### src/hw/regfile_pkg.sv
package regfile_pkg;

	// ====================
	// geometry
	// ====================

	// one integer register
	localparam int DATA_W = 64;
	// architectural register count
	localparam int REG_CNT = 256;
	// index width, log2 of REG_CNT
	localparam int ADDR_W = 8;

	typedef logic [ADDR_W-1:0] reg_addr_t;
	typedef logic [DATA_W-1:0] reg_data_t;

	// even index of the last pair touched by the clear sweep
	localparam reg_addr_t SWEEP_LAST_PAIR = reg_addr_t'(REG_CNT - 2);

	// ====================
	// access sequencer
	// ====================

	typedef enum logic [2:0] {
		// post-reset sweep, both write ports busy
		SEQ_CLEAR,
		// ready, no host transfer open
		SEQ_IDLE,
		// host write waiting for port 1
		SEQ_WR_WAIT,
		// port 5 address registered
		SEQ_RD,
		// one-cycle wishbone ack
		SEQ_ACK
	} seq_state_t;

endpackage

### src/hw/clear_sweep_counter.sv
`timescale 1ns/1ps

module clear_sweep_counter (
	input  logic                   rclk,
	input  logic                   rst_n,
	input  logic                   sweep_en,
	output regfile_pkg::reg_addr_t sweep_idx,
	output logic                   sweep_done
);
	import regfile_pkg::*;

	// sweep_idx is always the even member of the pair,
	// the odd one is formed by the sequencer
	assign sweep_done = (sweep_idx == SWEEP_LAST_PAIR);

	// two registers per step, parks on the last pair
	always_ff @(posedge rclk) begin
		if (!rst_n) begin
			sweep_idx <= '0;
		end else if (sweep_en && !sweep_done) begin
			sweep_idx <= sweep_idx + reg_addr_t'(2);
		end
	end

	// ====================
	// checks
	// ====================

	// once the last pair is out the sequencer stops stepping,
	// so the index stays parked on the last pair
	a_idx_parked: assert property (
		@(posedge rclk) disable iff (!rst_n)
		sweep_done |=> !sweep_en
	);

endmodule

### config.mk
export PLATFORM = sky130hd
export DESIGN_NAME = clear_sweep_counter
export DESIGN_NICKNAME = d
export VERILOG_FILES = /design/src/hw/regfile_pkg.sv /design/src/hw/clear_sweep_counter.sv
export SDC_FILE = /design/constraint.sdc
export NUM_CORES = 1
export LEC_CHECK = 0
export BUFFER_PORTS_ARGS = -buffer_cell sky130_fd_sc_hd__buf_2
export CORE_AREA = 4 4 41 43
export CTS_CLUSTER_DIAMETER = 200
export DETAILED_ROUTE_END_ITERATION = 6
export DIE_AREA = 0 0 45 47
export SYNTH_ARGS = -nofsm -noshare
export SYNTH_HDL_FRONTEND = slang
export SYNTH_SLANG_ARGS = --single-unit
### constraint.sdc
create_clock -name rclk -period 3.5 [get_ports rclk]
set_input_delay 0.35 -clock rclk [delete_from_list [all_inputs] [get_ports rclk]]
set_output_delay 0.35 -clock rclk [all_outputs]
set_load 0.01 [all_outputs]
**Word-level counts from Yosys, hierarchy flattened**

Index checks and enable logic that the tools add are counted.

- Register bits after elaboration: 8
- Bits in latches: 0
- Memory bits (writable): 0
- ROM bits: 0
- Bits of input ports: 3
- Output and inout bits: 9
- Word-level logic and storage cells: 5
- Memories: 0

- Add/subtract/negate cells: 1
- Multipliers: 0
- Divide/modulo/power cells: 0
- Magnitude comparators: 0
- Equality and inequality tests: 1
- Shifts and indexed selects: 0
- Multiplexer cells: 0
- Bitwise logic cells: 0
- Reductions and logical operators: 2

Operators with widths:

| cell | count |
|---|---|
| $add 8x2->8 const B | 1 |
| $eq 8x8->1 const B | 1 |
| $logic_and 1x1->1 | 1 |
| $logic_not 1->1 | 1 |

**Logic depth before layout (Yosys ltp)**

- Depth after elaboration: 3
- Mapped depth: 4
- Mapped depth without buffers: 4

**Least setup slack after synthesis**

Ideal clock, no wire load.

- Kind: reg-to-output
- From: register sweep_idx[1]
- To: output sweep_done
- Arrival: 1.075 ns
- Data required time: 3.150 ns
- Path slack: 2.075 ns
- Stages on the path, launching flop included: 5
- Buffers on the path: 0
- Cell sequence: dfxtp_1 ha_1 nand3_2 or2_1 inv_1

- Longest elaborated chain between the ends: 1

Ends and longest elaborated chain:

| element | RTL line | text |
|---|---|---|
| start: declaration | clear_sweep_counter.sv:7 | `output regfile_pkg::reg_addr_t sweep_idx,` |
| start signal: assignment | clear_sweep_counter.sv:21 | `sweep_idx <= sweep_idx + reg_addr_t'(2);` |
| $eq 8x8->1 | clear_sweep_counter.sv:14 | `assign sweep_done = (sweep_idx == SWEEP_LAST_PAIR);` |
| end: declaration | clear_sweep_counter.sv:8 | `output logic sweep_done` |

Every way passes these cells.

**Worst setup path after layout**

Ends and elaborated chain as after synthesis.

==> flow_summary.yaml <==
power_and_ir_drop:
  p_sw_share_pct: 23.3
  ir_drop_mv: 0.259
  p_per_area_nw_per_um2: 400
  pwr-share-comb_pct: 7.7
  p_int_mw: 0.131
  leakage_nw: 0.219
  p_seq_share_pct: 49.6
  switching_power_mw: 0.0399
  share_clk_of_total_power_pct: 42.7
drt:
  drt-wirelength-per-cell_microns: 10.7
  wl_microns: 708
  drt_iter0_drc: 4
  detail_route.vias_per_cell: 4.94
  route.vias.total: 326
  drc: 0
  detail-route-antenna-nets: 0
  dr.pass1.iters: 2
global_route:
  grt_max_degree: 11
  grt_usage_pct: 8.86
  grt_first_pass_wirelength_microns: 1240
  grt_pass1_vias: 276
  grt_overflow: 0
  antenna_found_initial: 0
cells_and_area:
  n_antenna_cell: 0
  reg_top3: "sweep_idx (7)"
  area_growth_pct: 23.9
  largest_reg_flops: 7
  drive_above_1_share_pct: 27.5
  stdcell_area_sq_um: 428
  fillers: 152
  fin_nets: 56
  multi_input_area_sq_um: 185
  final-seq-area_sq_um: 140
  largest-register: "sweep_idx"
floorplanning:
  die_w_microns: 45
  ios: 12
  initial_core_util_pct: 26.5
  rows: 13
  dieHeight_microns: 47
  core_sq_um: 1300
  die_area_sq_um: 2120
sta:
  period_share_pct: 51.7
  tns_ps: 0
  slew_violations: 0
  hold_violations: 0
  period_minus_slack_ps: 1810
  setup_viol: 0
  skew_ps: 7.14
  rsz0062_at_grt: "false"
  timing.fmax_mhz: 552
critical_path:
  cp.required_ps: 3150
  crit_type: "flop to output pin"
  cp-start-kind: "flop"
  cp_num_buf_inv: 2
  slowest_delay_ps: 390
  critical_path.top_delay_family: "flip-flops"
  end_kind: "output pin"
  crit_arrival_ps: 1460
  critPathMaxFanout: 6
  cp_cell_sequence: "ha_1, nand3_2, or2_1, inv_1, buf_2"
  cp_slowest_cell: "dfxtp_1"
cts:
  cts_made_buffers: 3
  htree_levels: 1
  post_cts_buffers: 0
  cts_sinks: 7
  ctsHoldBuffers: 0
  tritoncts: "yes"
  cts_max_path_buffers: 2
  clk-insertion-delay-late_ps: 250
  cts_resized: 0
  path_clk_slew_ps: 50
  clockRootBuffer: "clkbuf_4"
yosys:
  synth_most_common_cell: "dfxtp_1"
  avgSynthCellArea_sq_um: 8.85
  yosys-top-cells-count: "dfxtp_1 (7), nand2_1 (5), a31oi_1 (4)"
  yosys_register_bits: 7
  postSynthCellCount: 39
  synth_nets: 43
  yosysSeqAreaShare_pct: 40.6
  synth_edf_count: 0
  synth_flop_cell: "dfxtp_1"
  yosysTopAreaCellShare_pct: 40.6
  synth.distinct_cells: 21
  yosysWarnings: 0
  async_reset_ff_share_pct: 0
  netlist_area_sq_um: 345
  yosys.area.top_type: "dfxtp_1"
  synth.area.top_cells: "dfxtp_1 (41%), a31oi_1 (7.2%), a41o_1 (5.8%)"
placement:
  place_hpwl_microns: 542
  portBuffers: 10
  dpl_cell_area_sq_um: 402
  gp_congestion: 0.661
outcome:
  outcome: "finished clean"
job:
  cap_viol_max_count: 0
worst_hold_path:
  min-delay-path-class: "primary input to flop"
-- worst reg2reg max path: stages, from the launching register on --
cell and delay [ps]:
dfxtp_1 390, ha_1 260, nand3_2 130, o21ai_1 250
mux2i_1 210
-- logic make-up after synthesis --
logic type	count (synthesis)	synth area share, %
flip-flops	7	40.6
other	1	1.09
AO/OA/AOI/OAI	10	19.9
buffers and inverters	4	5.80
multiplexers	2	5.80
AND/OR/NAND/NOR	14	23.2
adder cells (fa/ha/maj)	1	3.62
-- per-stage QoR --
| step | std cells | hold WS, ps | worst slack, ps | util, % | power [mW] |
|---|---|---|---|---|---|
| 2_1_floorplan | 39 | 510 | 2080 | - | 0.0956 |
| 3_3_place_gp | 62 | 498 | 1970 | 30.9 | 0.0997 |
| 3_5_place_dp | 62 | 500 | 1970 | 30.9 | 0.0997 |
| 4_1_cts | 66 | 395 | 1690 | 32.9 | 0.176 |
| 5_1_grt | 66 | 411 | 1580 | 32.9 | 0.187 |
| 6_report | 66 | 403 | 1690 | 32.9 | 0.171 |
-- power groups by stage --
stage,sequential (mW),combinational [mW],clock [mW]
floorplan,0.0872,0.00832,0
detailed placement,0.0864,0.0133,0
finish,0.0849,0.0132,0.0731
global placement,0.0865,0.0132,0
CTS,0.0848,0.0134,0.0780
global route,0.0850,0.0153,0.0870
-- cell type report --
cell class	instances	share of cell area, %
clock buffer	4	6.14
tap	15	4.39
inverter	2	1.75
multi-input combinational	28	43.3
timing repair buffer	10	11.7
sequential	7	32.7
-- final timing paths --
| path | start | to | slack [ps] | cells after the start |
|---|---|---|---|---|
| hold / removal | rst_n | sweep_idx[5] | 400 | 3 |
| hold reg to reg | sweep_idx[2] | sweep_idx[2] | 510 | 2 |
| setup reg to reg | sweep_idx[1] | sweep_idx[2] | 2190 | 4 |
| setup / recovery | sweep_idx[1] | sweep_done | 1690 | 5 |
-- cell usage in the layout, fill, tap and decap left out, drive strengths merged --
cell type	Yosys	layout
a31oi	4	4
a41o	2	2
a41oi	1	1
and2	1	1
and3	2	2
and4	1	1
buf	2	10
clkbuf	0	4
conb	1	1
dfxtp	7	7
ha	1	1
inv	2	2
mux2i	2	2
nand2	5	5
nand2b	1	1
nand3	2	2
nor2b	1	1
o21ai	3	3
or2	1	1
-- metal layers --
metal,vias up,part of all wire (%),track usage [%]
met5,-,0,0
met2,14,37,9.89
met4,0,0.71,5.26
met1,143,51,11.2
li1,167,-,-
met3,2,11,7.28
No activity file was read; power rests on OpenSTA's default activity.
