--- config.mk ---
export PLATFORM = sky130hd
export DESIGN_NAME = regfile_access_seq
export DESIGN_NICKNAME = d
export VERILOG_FILES = /design/src/hw/regfile_pkg.sv /design/src/hw/regfile_access_seq.sv
export SDC_FILE = /design/constraint.sdc
export NUM_CORES = 1
export LEC_CHECK = 0
export BUFFER_PORTS_ARGS = -buffer_cell sky130_fd_sc_hd__buf_2
export CAP_MARGIN = 20
export CORE_AREA = 2 2 150 152
export DETAILED_ROUTE_END_ITERATION = 8
export DIE_AREA = 0 0 152 154
export HOLD_SLACK_MARGIN = 0.05
export PLACE_DENSITY_LB_ADDON = 0.25
export SLEW_MARGIN = 0
export SYNTH_ARGS = -nofsm -noshare
export SYNTH_HDL_FRONTEND = slang
export SYNTH_SLANG_ARGS = --single-unit
--- constraint.sdc ---
create_clock -name rclk -period 3.4 [get_ports rclk]
set_clock_uncertainty 0.2 [all_clocks]
set_input_delay 0.34 -clock rclk [delete_from_list [all_inputs] [get_ports rclk]]
set_output_delay 0.34 -clock rclk [all_outputs]
set_load 0.05 [all_outputs]
--- src/hw/regfile_pkg.sv ---
package regfile_pkg;

	// ====================
	// geometry
	// ====================

	// one integer register
	localparam int DATA_W = 64;
	// architectural register count
	localparam int REG_CNT = 256;
	// index width, log2 of REG_CNT
	localparam int ADDR_W = 8;

	typedef logic [ADDR_W-1:0] reg_addr_t;
	typedef logic [DATA_W-1:0] reg_data_t;

	// even index of the last pair touched by the clear sweep
	localparam reg_addr_t SWEEP_LAST_PAIR = reg_addr_t'(REG_CNT - 2);

	// ====================
	// access sequencer
	// ====================

	typedef enum logic [2:0] {
		// post-reset sweep, both write ports busy
		SEQ_CLEAR,
		// ready, no host transfer open
		SEQ_IDLE,
		// host write waiting for port 1
		SEQ_WR_WAIT,
		// port 5 address registered
		SEQ_RD,
		// one-cycle wishbone ack
		SEQ_ACK
	} seq_state_t;

endpackage

--- src/hw/regfile_access_seq.sv ---
`timescale 1ns/1ps

module regfile_access_seq (
	input  logic                   rclk,
	input  logic                   rst_n,
	input  logic                   sweep_done,
	input  regfile_pkg::reg_addr_t sweep_idx,
	output logic                   sweep_en,
	input  logic                   cm_wr0,
	input  logic                   cm_wr1,
	input  regfile_pkg::reg_addr_t cm_wa0,
	input  regfile_pkg::reg_addr_t cm_wa1,
	input  regfile_pkg::reg_data_t cm_i0,
	input  regfile_pkg::reg_data_t cm_i1,
	input  logic                   wb_cyc,
	input  logic                   wb_stb,
	input  logic                   wb_we,
	input  regfile_pkg::reg_addr_t wb_adr,
	input  regfile_pkg::reg_data_t wb_dat_w,
	output logic                   wb_ack,
	output logic                   rf_wr0,
	output logic                   rf_wr1,
	output regfile_pkg::reg_addr_t rf_wa0,
	output regfile_pkg::reg_addr_t rf_wa1,
	output regfile_pkg::reg_data_t rf_i0,
	output regfile_pkg::reg_data_t rf_i1,
	output regfile_pkg::reg_addr_t rf_ra5,
	output logic                   ready
);
	import regfile_pkg::*;

	seq_state_t state;
	seq_state_t state_nxt;

	// host has a transfer open on the bus
	logic host_req;
	// host write lands on port 1 this cycle
	logic host_wr;

	assign host_req = wb_cyc && wb_stb;
	assign ready = (state != SEQ_CLEAR);
	assign wb_ack = (state == SEQ_ACK);

	// commit port 1 has priority, host only fills idle slots
	// address and data come straight off the bus, the host holds them until ack
	assign host_wr = !cm_wr1 &&
		(((state == SEQ_IDLE) && host_req && wb_we) || (state == SEQ_WR_WAIT));

	// port 5 follows the bus address, stable for the whole transfer
	assign rf_ra5 = wb_adr;

	// ====================
	// state machine
	// ====================

	always_comb begin
		state_nxt = state;
		case (state)
			SEQ_CLEAR: begin
				if (sweep_done)
					state_nxt = SEQ_IDLE;
			end
			SEQ_IDLE: begin
				if (host_req && wb_we)
					state_nxt = cm_wr1 ? SEQ_WR_WAIT : SEQ_ACK;
				else if (host_req)
					state_nxt = SEQ_RD;
			end
			SEQ_WR_WAIT: begin
				// write goes out in the first cycle commit leaves port 1 free
				if (!cm_wr1)
					state_nxt = SEQ_ACK;
			end
			// read data is on o5 from here on
			SEQ_RD:  state_nxt = SEQ_ACK;
			SEQ_ACK: state_nxt = SEQ_IDLE;
			default: state_nxt = SEQ_IDLE;
		endcase
	end

	// sweep_en is a flop so the write ports stay quiet through reset
	// and the first sweep write lands on the cycle after release
	always_ff @(posedge rclk) begin
		if (!rst_n) begin
			state <= SEQ_CLEAR;
			sweep_en <= 1'b0;
		end else begin
			state <= state_nxt;
			sweep_en <= (state_nxt == SEQ_CLEAR);
		end
	end

	// ====================
	// write port steering
	// ====================

	always_comb begin
		if (sweep_en) begin
			// zero the even/odd pair together
			rf_wr0 = 1'b1;
			rf_wa0 = sweep_idx;
			rf_i0 = '0;
			rf_wr1 = 1'b1;
			rf_wa1 = {sweep_idx[ADDR_W-1:1], 1'b1};
			rf_i1 = '0;
		end else begin
			rf_wr0 = ready && cm_wr0;
			rf_wa0 = cm_wa0;
			rf_i0 = cm_i0;
			rf_wr1 = (ready && cm_wr1) || host_wr;
			rf_wa1 = cm_wr1 ? cm_wa1 : wb_adr;
			rf_i1 = cm_wr1 ? cm_i1 : wb_dat_w;
		end
	end

	// ====================
	// checks
	// ====================

	// commit stage must hold off until the sweep has finished
	a_no_commit_before_ready: assert property (
		@(posedge rclk) disable iff (!rst_n)
		!ready |-> !(cm_wr0 || cm_wr1)
	);

	// host drops stb right after its ack, so a transfer sees a single ack
	a_stb_drop_after_ack: assert property (
		@(posedge rclk) disable iff (!rst_n)
		wb_ack |=> !wb_stb
	);

endmodule

* After elaboration in Yosys (flattened, before gate mapping)
Index checks and enable logic that the tools add are counted.
** Operators by class
- Muxes and demuxes :: 14
- Eq/ne operators :: 4
- Reduce and logical (&&, ||, !) cells :: 13
** Operators with widths (number)
- 2-to-1 mux 64 bit :: 3
- 2-to-1 mux 8 bit :: 3
- 2-to-1 mux 3 bit :: 5
- case mux 3 bit (4 select lines) :: 1
- logical AND 1 bit :: 7
- equality test 3 x 2 -> 1 bit (second input constant) :: 2
- logical NOT 3 bit :: 2
- equality test 3 x 1 -> 1 bit (second input constant) :: 1
- equality test 3 bit (second input constant) :: 1
- nonzero test 3 bit :: 1
- logical OR 1 bit :: 2
- 2-to-1 mux 1 bit :: 2
- logical NOT 1 bit :: 1
** Storage, ports and cells
- Input bits :: 232
- Output and inout bits :: 157
- Register bits :: 4

* Depth between registers and ports, before layout
Gate-level depths: netlist of the first run.
- Word-level depth :: 7
- Gate-level depth with buffers :: 5
- Mapped depth without buffers :: 3

* Least setup slack after synthesis of the first run
OpenSTA, ideal clock, no wires.
- Path type :: register to output
- Start :: register sweep_en
- End :: output port rf_wa0[6]
- Stages on the path, launching flop included :: 5
- Arrival time :: 2.108 ns
- Required time :: 2.860 ns
- Buffers on the path :: 3
- Slack :: 0.752 ns
- Path through :: dfxtp_1 > buf_4 > buf_4 > buf_2 > o21ai_0
** Between the ends
- Word-level cells in the longest chain between the ends :: 1
** Ends and longest elaborated chain
- start: declaration :: line regfile_access_seq.sv:8 : output logic sweep_en,
- start signal: assignment :: line regfile_access_seq.sv:89 : sweep_en <= (state_nxt == SEQ_CLEAR);
- 2-to-1 mux 8 bit :: line regfile_access_seq.sv:98 : if (sweep_en) begin
- end: declaration :: line regfile_access_seq.sv:23 : output regfile_pkg::reg_addr_t rf_wa0,
No other way between the ends.

* Worst setup path after layout of the first run
- Start :: register sweep_en
- End :: output port rf_i1[16]
** Between the ends
- Word-level cells in the longest chain between the ends :: 1
** Ends and longest elaborated chain
- 2-to-1 mux 64 bit :: line regfile_access_seq.sv:98
- end: declaration :: line regfile_access_seq.sv:26 : output regfile_pkg::reg_data_t rf_i1,
No other way between the ends.

==> metrics, run 1 <==
largest net degree at the start of global routing 80; synthesized instance count 289; Slew HR 41.85%; Starting Density under 10%; Net count, final just under 900; global route overflow 0; TritonCTS clock tree built; Rows 54; peak per-stage delay on the critical path 0.86 ns; pre-CTS WS 1.063 ns; Die Ht 154 µm; HP Class in -> reg; CORE AREA 21690 µm²; DR vias 3354; asr flop ratio synth 0%; unique cell type count in the Yosys netlist 29; dominant synthesized flop cell dfxtp_1; leakage power 2.531 nW; Synth top cells by count mux2i_1 (71), nor2b_1 (65), nor2_1 (64), o21ai_0 (14), buf_4 (13); Tmin final 2.395 ns; Slowest-stage cell, CP dfxtp_4; Post-Synth Adder-Cell Area 0%; most frequent cell after synthesis mux2i_1; Slew Limit Fails 0; Post-Synth Simple-Gate Area 37.03%; mux cell area share after synthesis 36.78%; f_max 417.5 MHz; first-pass GRT wire length 18260 µm; post-CTS setup buffers 0; buffer and inverter count on the worst path 2; xor and xnor area share after synthesis 0%; WP data required 2.86 ns; DRT antenna net count 0; Final Hold Fails 0; die area roughly 23000 µm²; syn_nets 521; WS Path Type reg -> out; first drt pass iteration count 4; area grow syn2layout 112.2%; count of final setup violators 0; max_cap viols 0; final setup margin 1.005 ns; initial DRC count between 100 and 150; Num CTS Buffers 3; worst-path fanout max 79; Largest delay share family, worst path flip-flops; Synth top area share between 30% and 40%; Root Driver clkbuf_16; port bufs 388; Final HPWL DP 11080 µm; Syn Area/Cell 6.793 µm²; Layout Utilization 19.21%; Antenna Diode Count 0; CTS Sinks 4; H-tree depth 1; routability cong. 0.8485; I/O Pins 389; Post-CTS Resized 0; Worst setup SP type flip-flop; top cells by area, synth mux2i_1 (36%), nor2b_1 (21%), nor2_1 (12%); Synth Area in Compound Gates approximately 8%; crit-path cells buf_4, nor2_1, buf_2; setup TNS 0 ns; drt wl/cell between 10 and 15 µm; status finished clean; EDFF count, synth 0; main combinational cell family by area after synthesis simple AND/OR/NAND/NOR gates; Cell Area, Synth 1963 µm²; layout cell share with drive strength beyond 1 61.87%; Seq/Total Area, Yosys 4.079%; area leader, netlist mux2i_1; die width approximately 150 µm; Worst Setup End Kind primary output; yosys warns 0; CTS clk-pin slew, worst paths about 0.030 ns; peak supply drop 0.00009851 V; DRC violations left 0; Tcrit/Tclk final between 70 and 80%; Pwr Density 317.4 nW/µm²; GRT Total Usage 9.663%; vias in the first global route between 3000 and 4000; drt total wl 12630 µm; critical path arrival ~1.9 ns; worst skew pair latency about 0.22 ns; Hold Buf Count CTS 0; Clock Path Buffers 2; vias per cell 3.595; #FFs+latches synth 4; fillers 2547; antenna violations before repair 0; unrepaired setup endpoints after global routing false; Slew @ Worst Pin 0.8723 ns
[final timing paths]
path	startpoint	endpoint	slack (ns)	cells after the start
setup reg to reg	state[0]	state[0]	2.11	3
hold / removal	sweep_done	sweep_en	0.1	2
setup / recovery	sweep_en	rf_i1[16]	1.01	3
hold reg to reg	state[2]	state[0]	0.35	1
[through the flow]
step           power (mW)  instance area [µm²]  cells  hold WS (ns)
6_report            1.323                 4167    933       0.09765
5_1_grt             1.386                 4167    933        0.1072
4_1_cts             1.336                 4167    933        0.1021
3_5_place_dp        1.143                 4088    929        0.3327
3_3_place_gp        1.144                 4088    929        0.3320
2_1_floorplan      0.8320                 1963    289        0.2171
[sequential cells by signal, indices dropped and copies added (netlist names)]
signal / count
sweep_en: 1
state: 3
[cell usage in the layout (no fill, tap or decap), drive strengths merged, types with 2 or more instances in the layout]
master,instances
o21ai,14
dfxtp,4
inv,8
nor2,64
a21oi,2
nand2b,2
buf,396
nand2,8
nor2b,65
mux2i,71
o21a,2
a211o,2
clkbuf,4
[layer usage]
metal / up-vias / global-route usage, % / wire, µm
met5: - / 0 / 0
met4: 0 / 0.9346 / 34
met3: 2 / 2.029 / 1036
met2: 222 / 20.74 / 7186
met1: 1461 / 9.613 / 4370
li1: 1669 / - / -
[layout make-up]
cell class	count	area (µm²)	share of cell area, %
inverter	8	30.03	0.7207
clock buffer	4	78.83	1.892
timing repair buffer	396	2017	48.41
tap	280	350.3	8.408
multi-input combinational	241	1607	38.56
sequential	4	83.83	2.012
[kinds of logic after synthesis]
| kind of cell | after synthesis |
|---|---|
| and+or+nand+nor | 144 |
| muxes | 72 |
| buffers and inverters | 44 |
| AOI/OAI and AO/OA | 25 |
| DFF | 4 |
[report_power, final]
| group | switching [mW] | leakage [nW] | total [mW] | internal [mW] |
|---|---|---|---|---|
| clock network | 0.0336 | 0.0382 | 0.188 | 0.155 |
| logic | 0.771 | 2.46 | 1.06 | 0.293 |
| registers | 0.0203 | 0.0335 | 0.0697 | 0.0494 |
(Power assumes the default switching activity.)
==> run 2, diff against run 1 <==
- CORE_AREA: 2 2 150 152 -> 2 2 151 153
- DIE_AREA: 0 0 152 154 -> 0 0 153 155
- clock period: 3.4 -> 2.5 ns (I/O delays scaled with it)
==> run 2 against run 1 <==
Net effect: final area increased by 1.5%; die area up 1.3%; global-route usage decreased by 0.57 points; clock power up 39%; critical path type unchanged; power up 36%; highest routed layer is now met5.
==> metrics, run 2 (same netlist as run 1, synthesis figures left out) <==
initial DRC count 96; WS Path Type reg -> out; wire length on met3 1264 µm; largest registers state x3, sweep_en x1; leakage power 2.550 nW; Slew Limit Fails 0; Rows 55; Die Ht 155 µm; CTS Sinks 4; port bufs 388; Tcrit/Tclk final 76.07%; layout cell share with drive strength beyond 1 61.83%; DRC violations left 0; drt wl/cell 12.83 µm; DRT antenna net count 0; crit-path cells or3_4, a21o_1, buf_2; setup TNS 0 ns; die area around 24000 µm²; Sw Ratio just over 60%; Final Hold Fails 0; antenna violations before repair 4; largest net degree at the start of global routing 62; number of flip-flops in the largest register 3; Starting Density 8.832%; Pwr Density 426.6 nW/µm²; TritonCTS clock tree built; Clock Path Buffers 2; first-pass GRT wire length ~17000 µm; wire length on met2 roughly 6400 µm; met1 WL 4277 µm; DR vias 3337; Comb pwr share 81.5%; CTS clk-pin slew, worst paths 0.03 ns; peak supply drop 0.0001254 V; Clk pwr share between 10% and 20%; Slew HR between 70 and 80%; unrepaired setup endpoints after global routing false; vias per cell approximately 3.5; drt total wl between 10000 and 15000 µm; WP data required 2.05 ns; register with the most flip-flops state; GRT Total Usage 9.090%; CORE AREA 22230 µm²; I/O Pins 389; Reg2Reg Depth 3; worst-path fanout max 9; Int Pwr roughly 0.7 mW; critical path arrival roughly 1.5 ns; most common cell after layout, fill and taps aside buf_2; Net count, final just under 900; die width between 150 and 200 µm; count of final setup violators 0; global route overflow 0; Worst Setup End Kind primary output; first drt pass iteration count 4; Final HPWL DP about 11000 µm; area grow syn2layout 115.5%; Sw Pwr about 1.1 mW; share of power burned in registers 4.1%; routability cong. 0.7146; vias in the first global route ~3000; commonest cells after routing, fill and taps aside buf_2 (387), mux2i_1 (71), nor2b_1 (65); status finished clean; H-tree depth 1; worst skew pair latency 0.23 ns; Slowest-stage cell, CP or3_4; Num CTS Buffers 3; Worst setup SP type flip-flop; Slew @ Worst Pin 0.3848 ns; HP Class in -> reg; max_cap viols 0; Hold Path Stages 2; Root Driver clkbuf_16; f_max around 530 MHz; max layer used met5; peak per-stage delay on the critical path ~0.43 ns; WHS around 0.051 ns; Tmin final between 1.5 and 2 ns
## run 2: worst max-delay path: cells and delay by family, from the launching register on
kind	cells	cell delay (ns)
AOI/OAI and AO/OA	1	0.18
DFF	1	0.39
and+or+nand+nor	1	0.43
buffers and inverters	1	0.21
## run 2: final timing paths
kind,from,endpoint,slack (ns)
worst min-delay path,rst_n,state[0],0.05
worst min register to register,state[2],state[0],0.36
worst max register to register,state[0],state[0],1.23
worst max-delay path,state[1],rf_wr0,0.60
## run 2: power groups by stage
stage          Sequential, mW  Clock [mW]  Combinational [mW]
2_1_floorplan          0.0727           0                1.06
3_3_place_gp           0.0748           0                1.49
3_5_place_dp           0.0745           0                1.48
4_1_cts                0.0736       0.263                1.49
5_1_grt                0.0748       0.272                1.55
6_report               0.0736       0.261                1.47
## run 2: area by class of cell
class / instances / area (µm²)
multi-input combinational: 241 / 1607
inverter: 8 / 30.03
antenna: 1 / 2.502
clock buffer: 4 / 78.83
timing repair buffer: 398 / 2072
sequential: 4 / 83.83
tap: 285 / 356.6
fill: 2584 / 18000
## run 2: what timing repair did
item                                    in CTS  in global routing
hold buffers                                 1                  0
setup buffers                                0                  0
endpoints found under the setup margin       0                  0
hold endpoints to repair                     1                  0
gates resized for setup                      0                  0
## run 2: metal layers
layer,vias to the layer above,track usage [%]
li1,1679,-
met1,1408,9.379
met2,237,18.54
met3,9,2.423
met4,4,1.323
met5,-,0
## run 2: metrics by stage
stage | setup slack [ns] | cell area, µm² | util [%] | power (mW) | cells
2_1_floorplan | 0.06491 | 1963 | - | 1.132 | 289
3_3_place_gp | 0.7125 | 4139 | 18.62 | 1.564 | 935
3_5_place_dp | 0.7102 | 4139 | 18.62 | 1.559 | 935
4_1_cts | 0.5604 | 4228 | 19.02 | 1.825 | 940
5_1_grt | 0.4984 | 4228 | 19.02 | 1.894 | 940
6_report | 0.5981 | 4230 | 19.03 | 1.805 | 941
==> run 3, diff against run 2 <==
- clock period: 2.5 -> 1.85 ns (I/O delays scaled with it)
==> run 3 against run 2 <==
Net effect: largest cell class unchanged; sequential cell count did not move; largest power group unchanged; final area rose by 10%; critical path depth rose by 1; wire length fell by 4.6%; sequential share of layout area fell by 0.16 points; register-to-register slack got worse by 0.68 ns; clock-buffer cell count did not move; non-clock buffer count rose by 13; clock power rose by 33%; global-route usage fell by 0.42 points; first-iteration DRC count rose by 33%.
==> metrics, run 3 (same netlist as run 1, synthesis figures left out) <==
routability cong. 0.7241; peak per-stage delay on the critical path 0.41 ns; Starting Density 8.832%; status finished clean; Pwr Density 547.8 nW/µm²; initial DRC count 128; Slowest-stage cell, CP dfxtp_4; number of flip-flops in the largest register 3; Antenna Diode Count 0; Worst Setup End Kind primary output; TritonCTS clock tree built; peak supply drop roughly 0.00023 V; port bufs between 300 and 400; worst-path fanout max 24; Net count, final 901; layout cell share with drive strength beyond 1 between 70% and 80%; fin area 4674 µm²; DRC violations left 0; critical path arrival 1.41 ns; max_cap viols 0; WP data required 1.46 ns; Root Driver clkbuf_16; Slew HR about four fifths; Rows 55; largest registers state x3, sweep_en x1; first drt pass iteration count 4; Tmin final roughly 1.8 ns; most used cell, CP buf_12; crit-path cells buf_12, buf_12, nor2b_1, clkbuf_4; setup TNS 0 ns; count of final setup violators 0; GRT Total Usage approximately 8.7%; unrepaired setup endpoints after global routing true; first-pass GRT wire length 16820 µm; f_max about 560 MHz; register with the most flip-flops state; H-tree depth 1; CORE AREA 22230 µm²; die width 153 µm; area grow syn2layout 138.1%; die area around 24000 µm²; Final Hold Fails 0; Slew @ Worst Pin 0.2983 ns; final setup margin 0.05653 ns; Die Ht 155 µm; global route overflow 0; pre-CTS WS between 0.1 and 0.15 ns; Layout Utilization a little over a fifth; drt wl/cell 12.09 µm; Worst setup SP type flip-flop; Clock Path Buffers 2; Tcrit/Tclk final 96.94%; commonest cells after routing, fill and taps aside buf_2 (382), mux2i_1 (71), nor2b_2 (50); fillers around 2500; Final HPWL DP between 10000 and 15000 µm; CTS Sinks 4; DP Area approximately 4500 µm²; leakage power 2.711 nW; drt total wl 11520 µm; HP Class in -> reg; WS Path Type reg -> out; Slew Limit Fails 0; most common cell after layout, fill and taps aside buf_2; antenna violations before repair 0; CTS clk-pin slew, worst paths roughly 0.030 ns; vias in the first global route 3128; worst skew pair latency 0.22 ns; DR vias 3311; vias per cell approximately 3.5; I/O Pins 389; largest net degree at the start of global routing 40; Num CTS Buffers 3; DRT antenna net count 0
==> run 3: power breakdown <==
part / leakage [nW] / internal, mW / switching (mW)
Clock: 0.0382 / 0.285 / 0.0631
Combinational: 2.64 / 0.627 / 1.48
Sequential: 0.0339 / 0.0909 / 0.0145
Total: 2.71 / 1.00 / 1.56
==> run 3: stage by stage <==
stage / total power [mW] / hold slack, ns / cells
6_report: 2.560 / 0.08950 / 953
5_1_grt: 2.688 / 0.09032 / 953
4_1_cts: 2.583 / 0.09481 / 953
3_5_place_dp: 2.212 / 0.1603 / 945
3_3_place_gp: 2.218 / 0.1666 / 945
2_1_floorplan: 1.632 / 0.05463 / 289
==> run 3: area by class of cell <==
cell class | instances | area, µm² | share of cell area (%)
clock buffers | 4 | 78.83 | 1.686
inverters | 8 | 30.03 | 0.6424
multi-input cells | 241 | 1911 | 40.87
flip-flops and latches | 4 | 85.08 | 1.820
well taps | 285 | 356.6 | 7.628
repair buffers | 411 | 2213 | 47.35
==> run 3: worst max-delay path: cells and delay by family (launching register included) <==
kind | cells | cell delay (ns)
buf+inv | 3 | 0.61
flops | 1 | 0.41
simple gates | 1 | 0.16
==> run 3: repair_timing <==
| action | in CTS | in global routing |
|---|---|---|
| hold buffers | 2 | 0 |
| endpoints found under the hold margin | 2 | 0 |
| gates resized for setup | 1 | 8 |
| buffers inserted | 2 | 0 |
| endpoints found under the setup margin | 19 | 16 |
==> run 3: routing by layer <==
metal | part of all wire (%) | wire length (µm) | GRT usage [%] | vias up
met5 | 0 | 0 | 0 | -
met4 | 0.47 | 54 | 1.146 | 0
met3 | 7.1 | 819 | 1.393 | 4
met2 | 52 | 5992 | 16.34 | 172
met1 | 40 | 4654 | 10.61 | 1436
li1 | - | - | - | 1699
==> run 3: path summary, 6_finish.rpt <==
check | startpoint | end | slack, ns | cells past startpoint
worst min-delay path | wb_we | state[1] | 0.09 | 3
worst min register to register | state[1] | sweep_en | 0.33 | 1
worst max-delay path | sweep_en | rf_i0[40] | 0.06 | 4
worst max register to register | state[0] | state[0] | 0.55 | 3
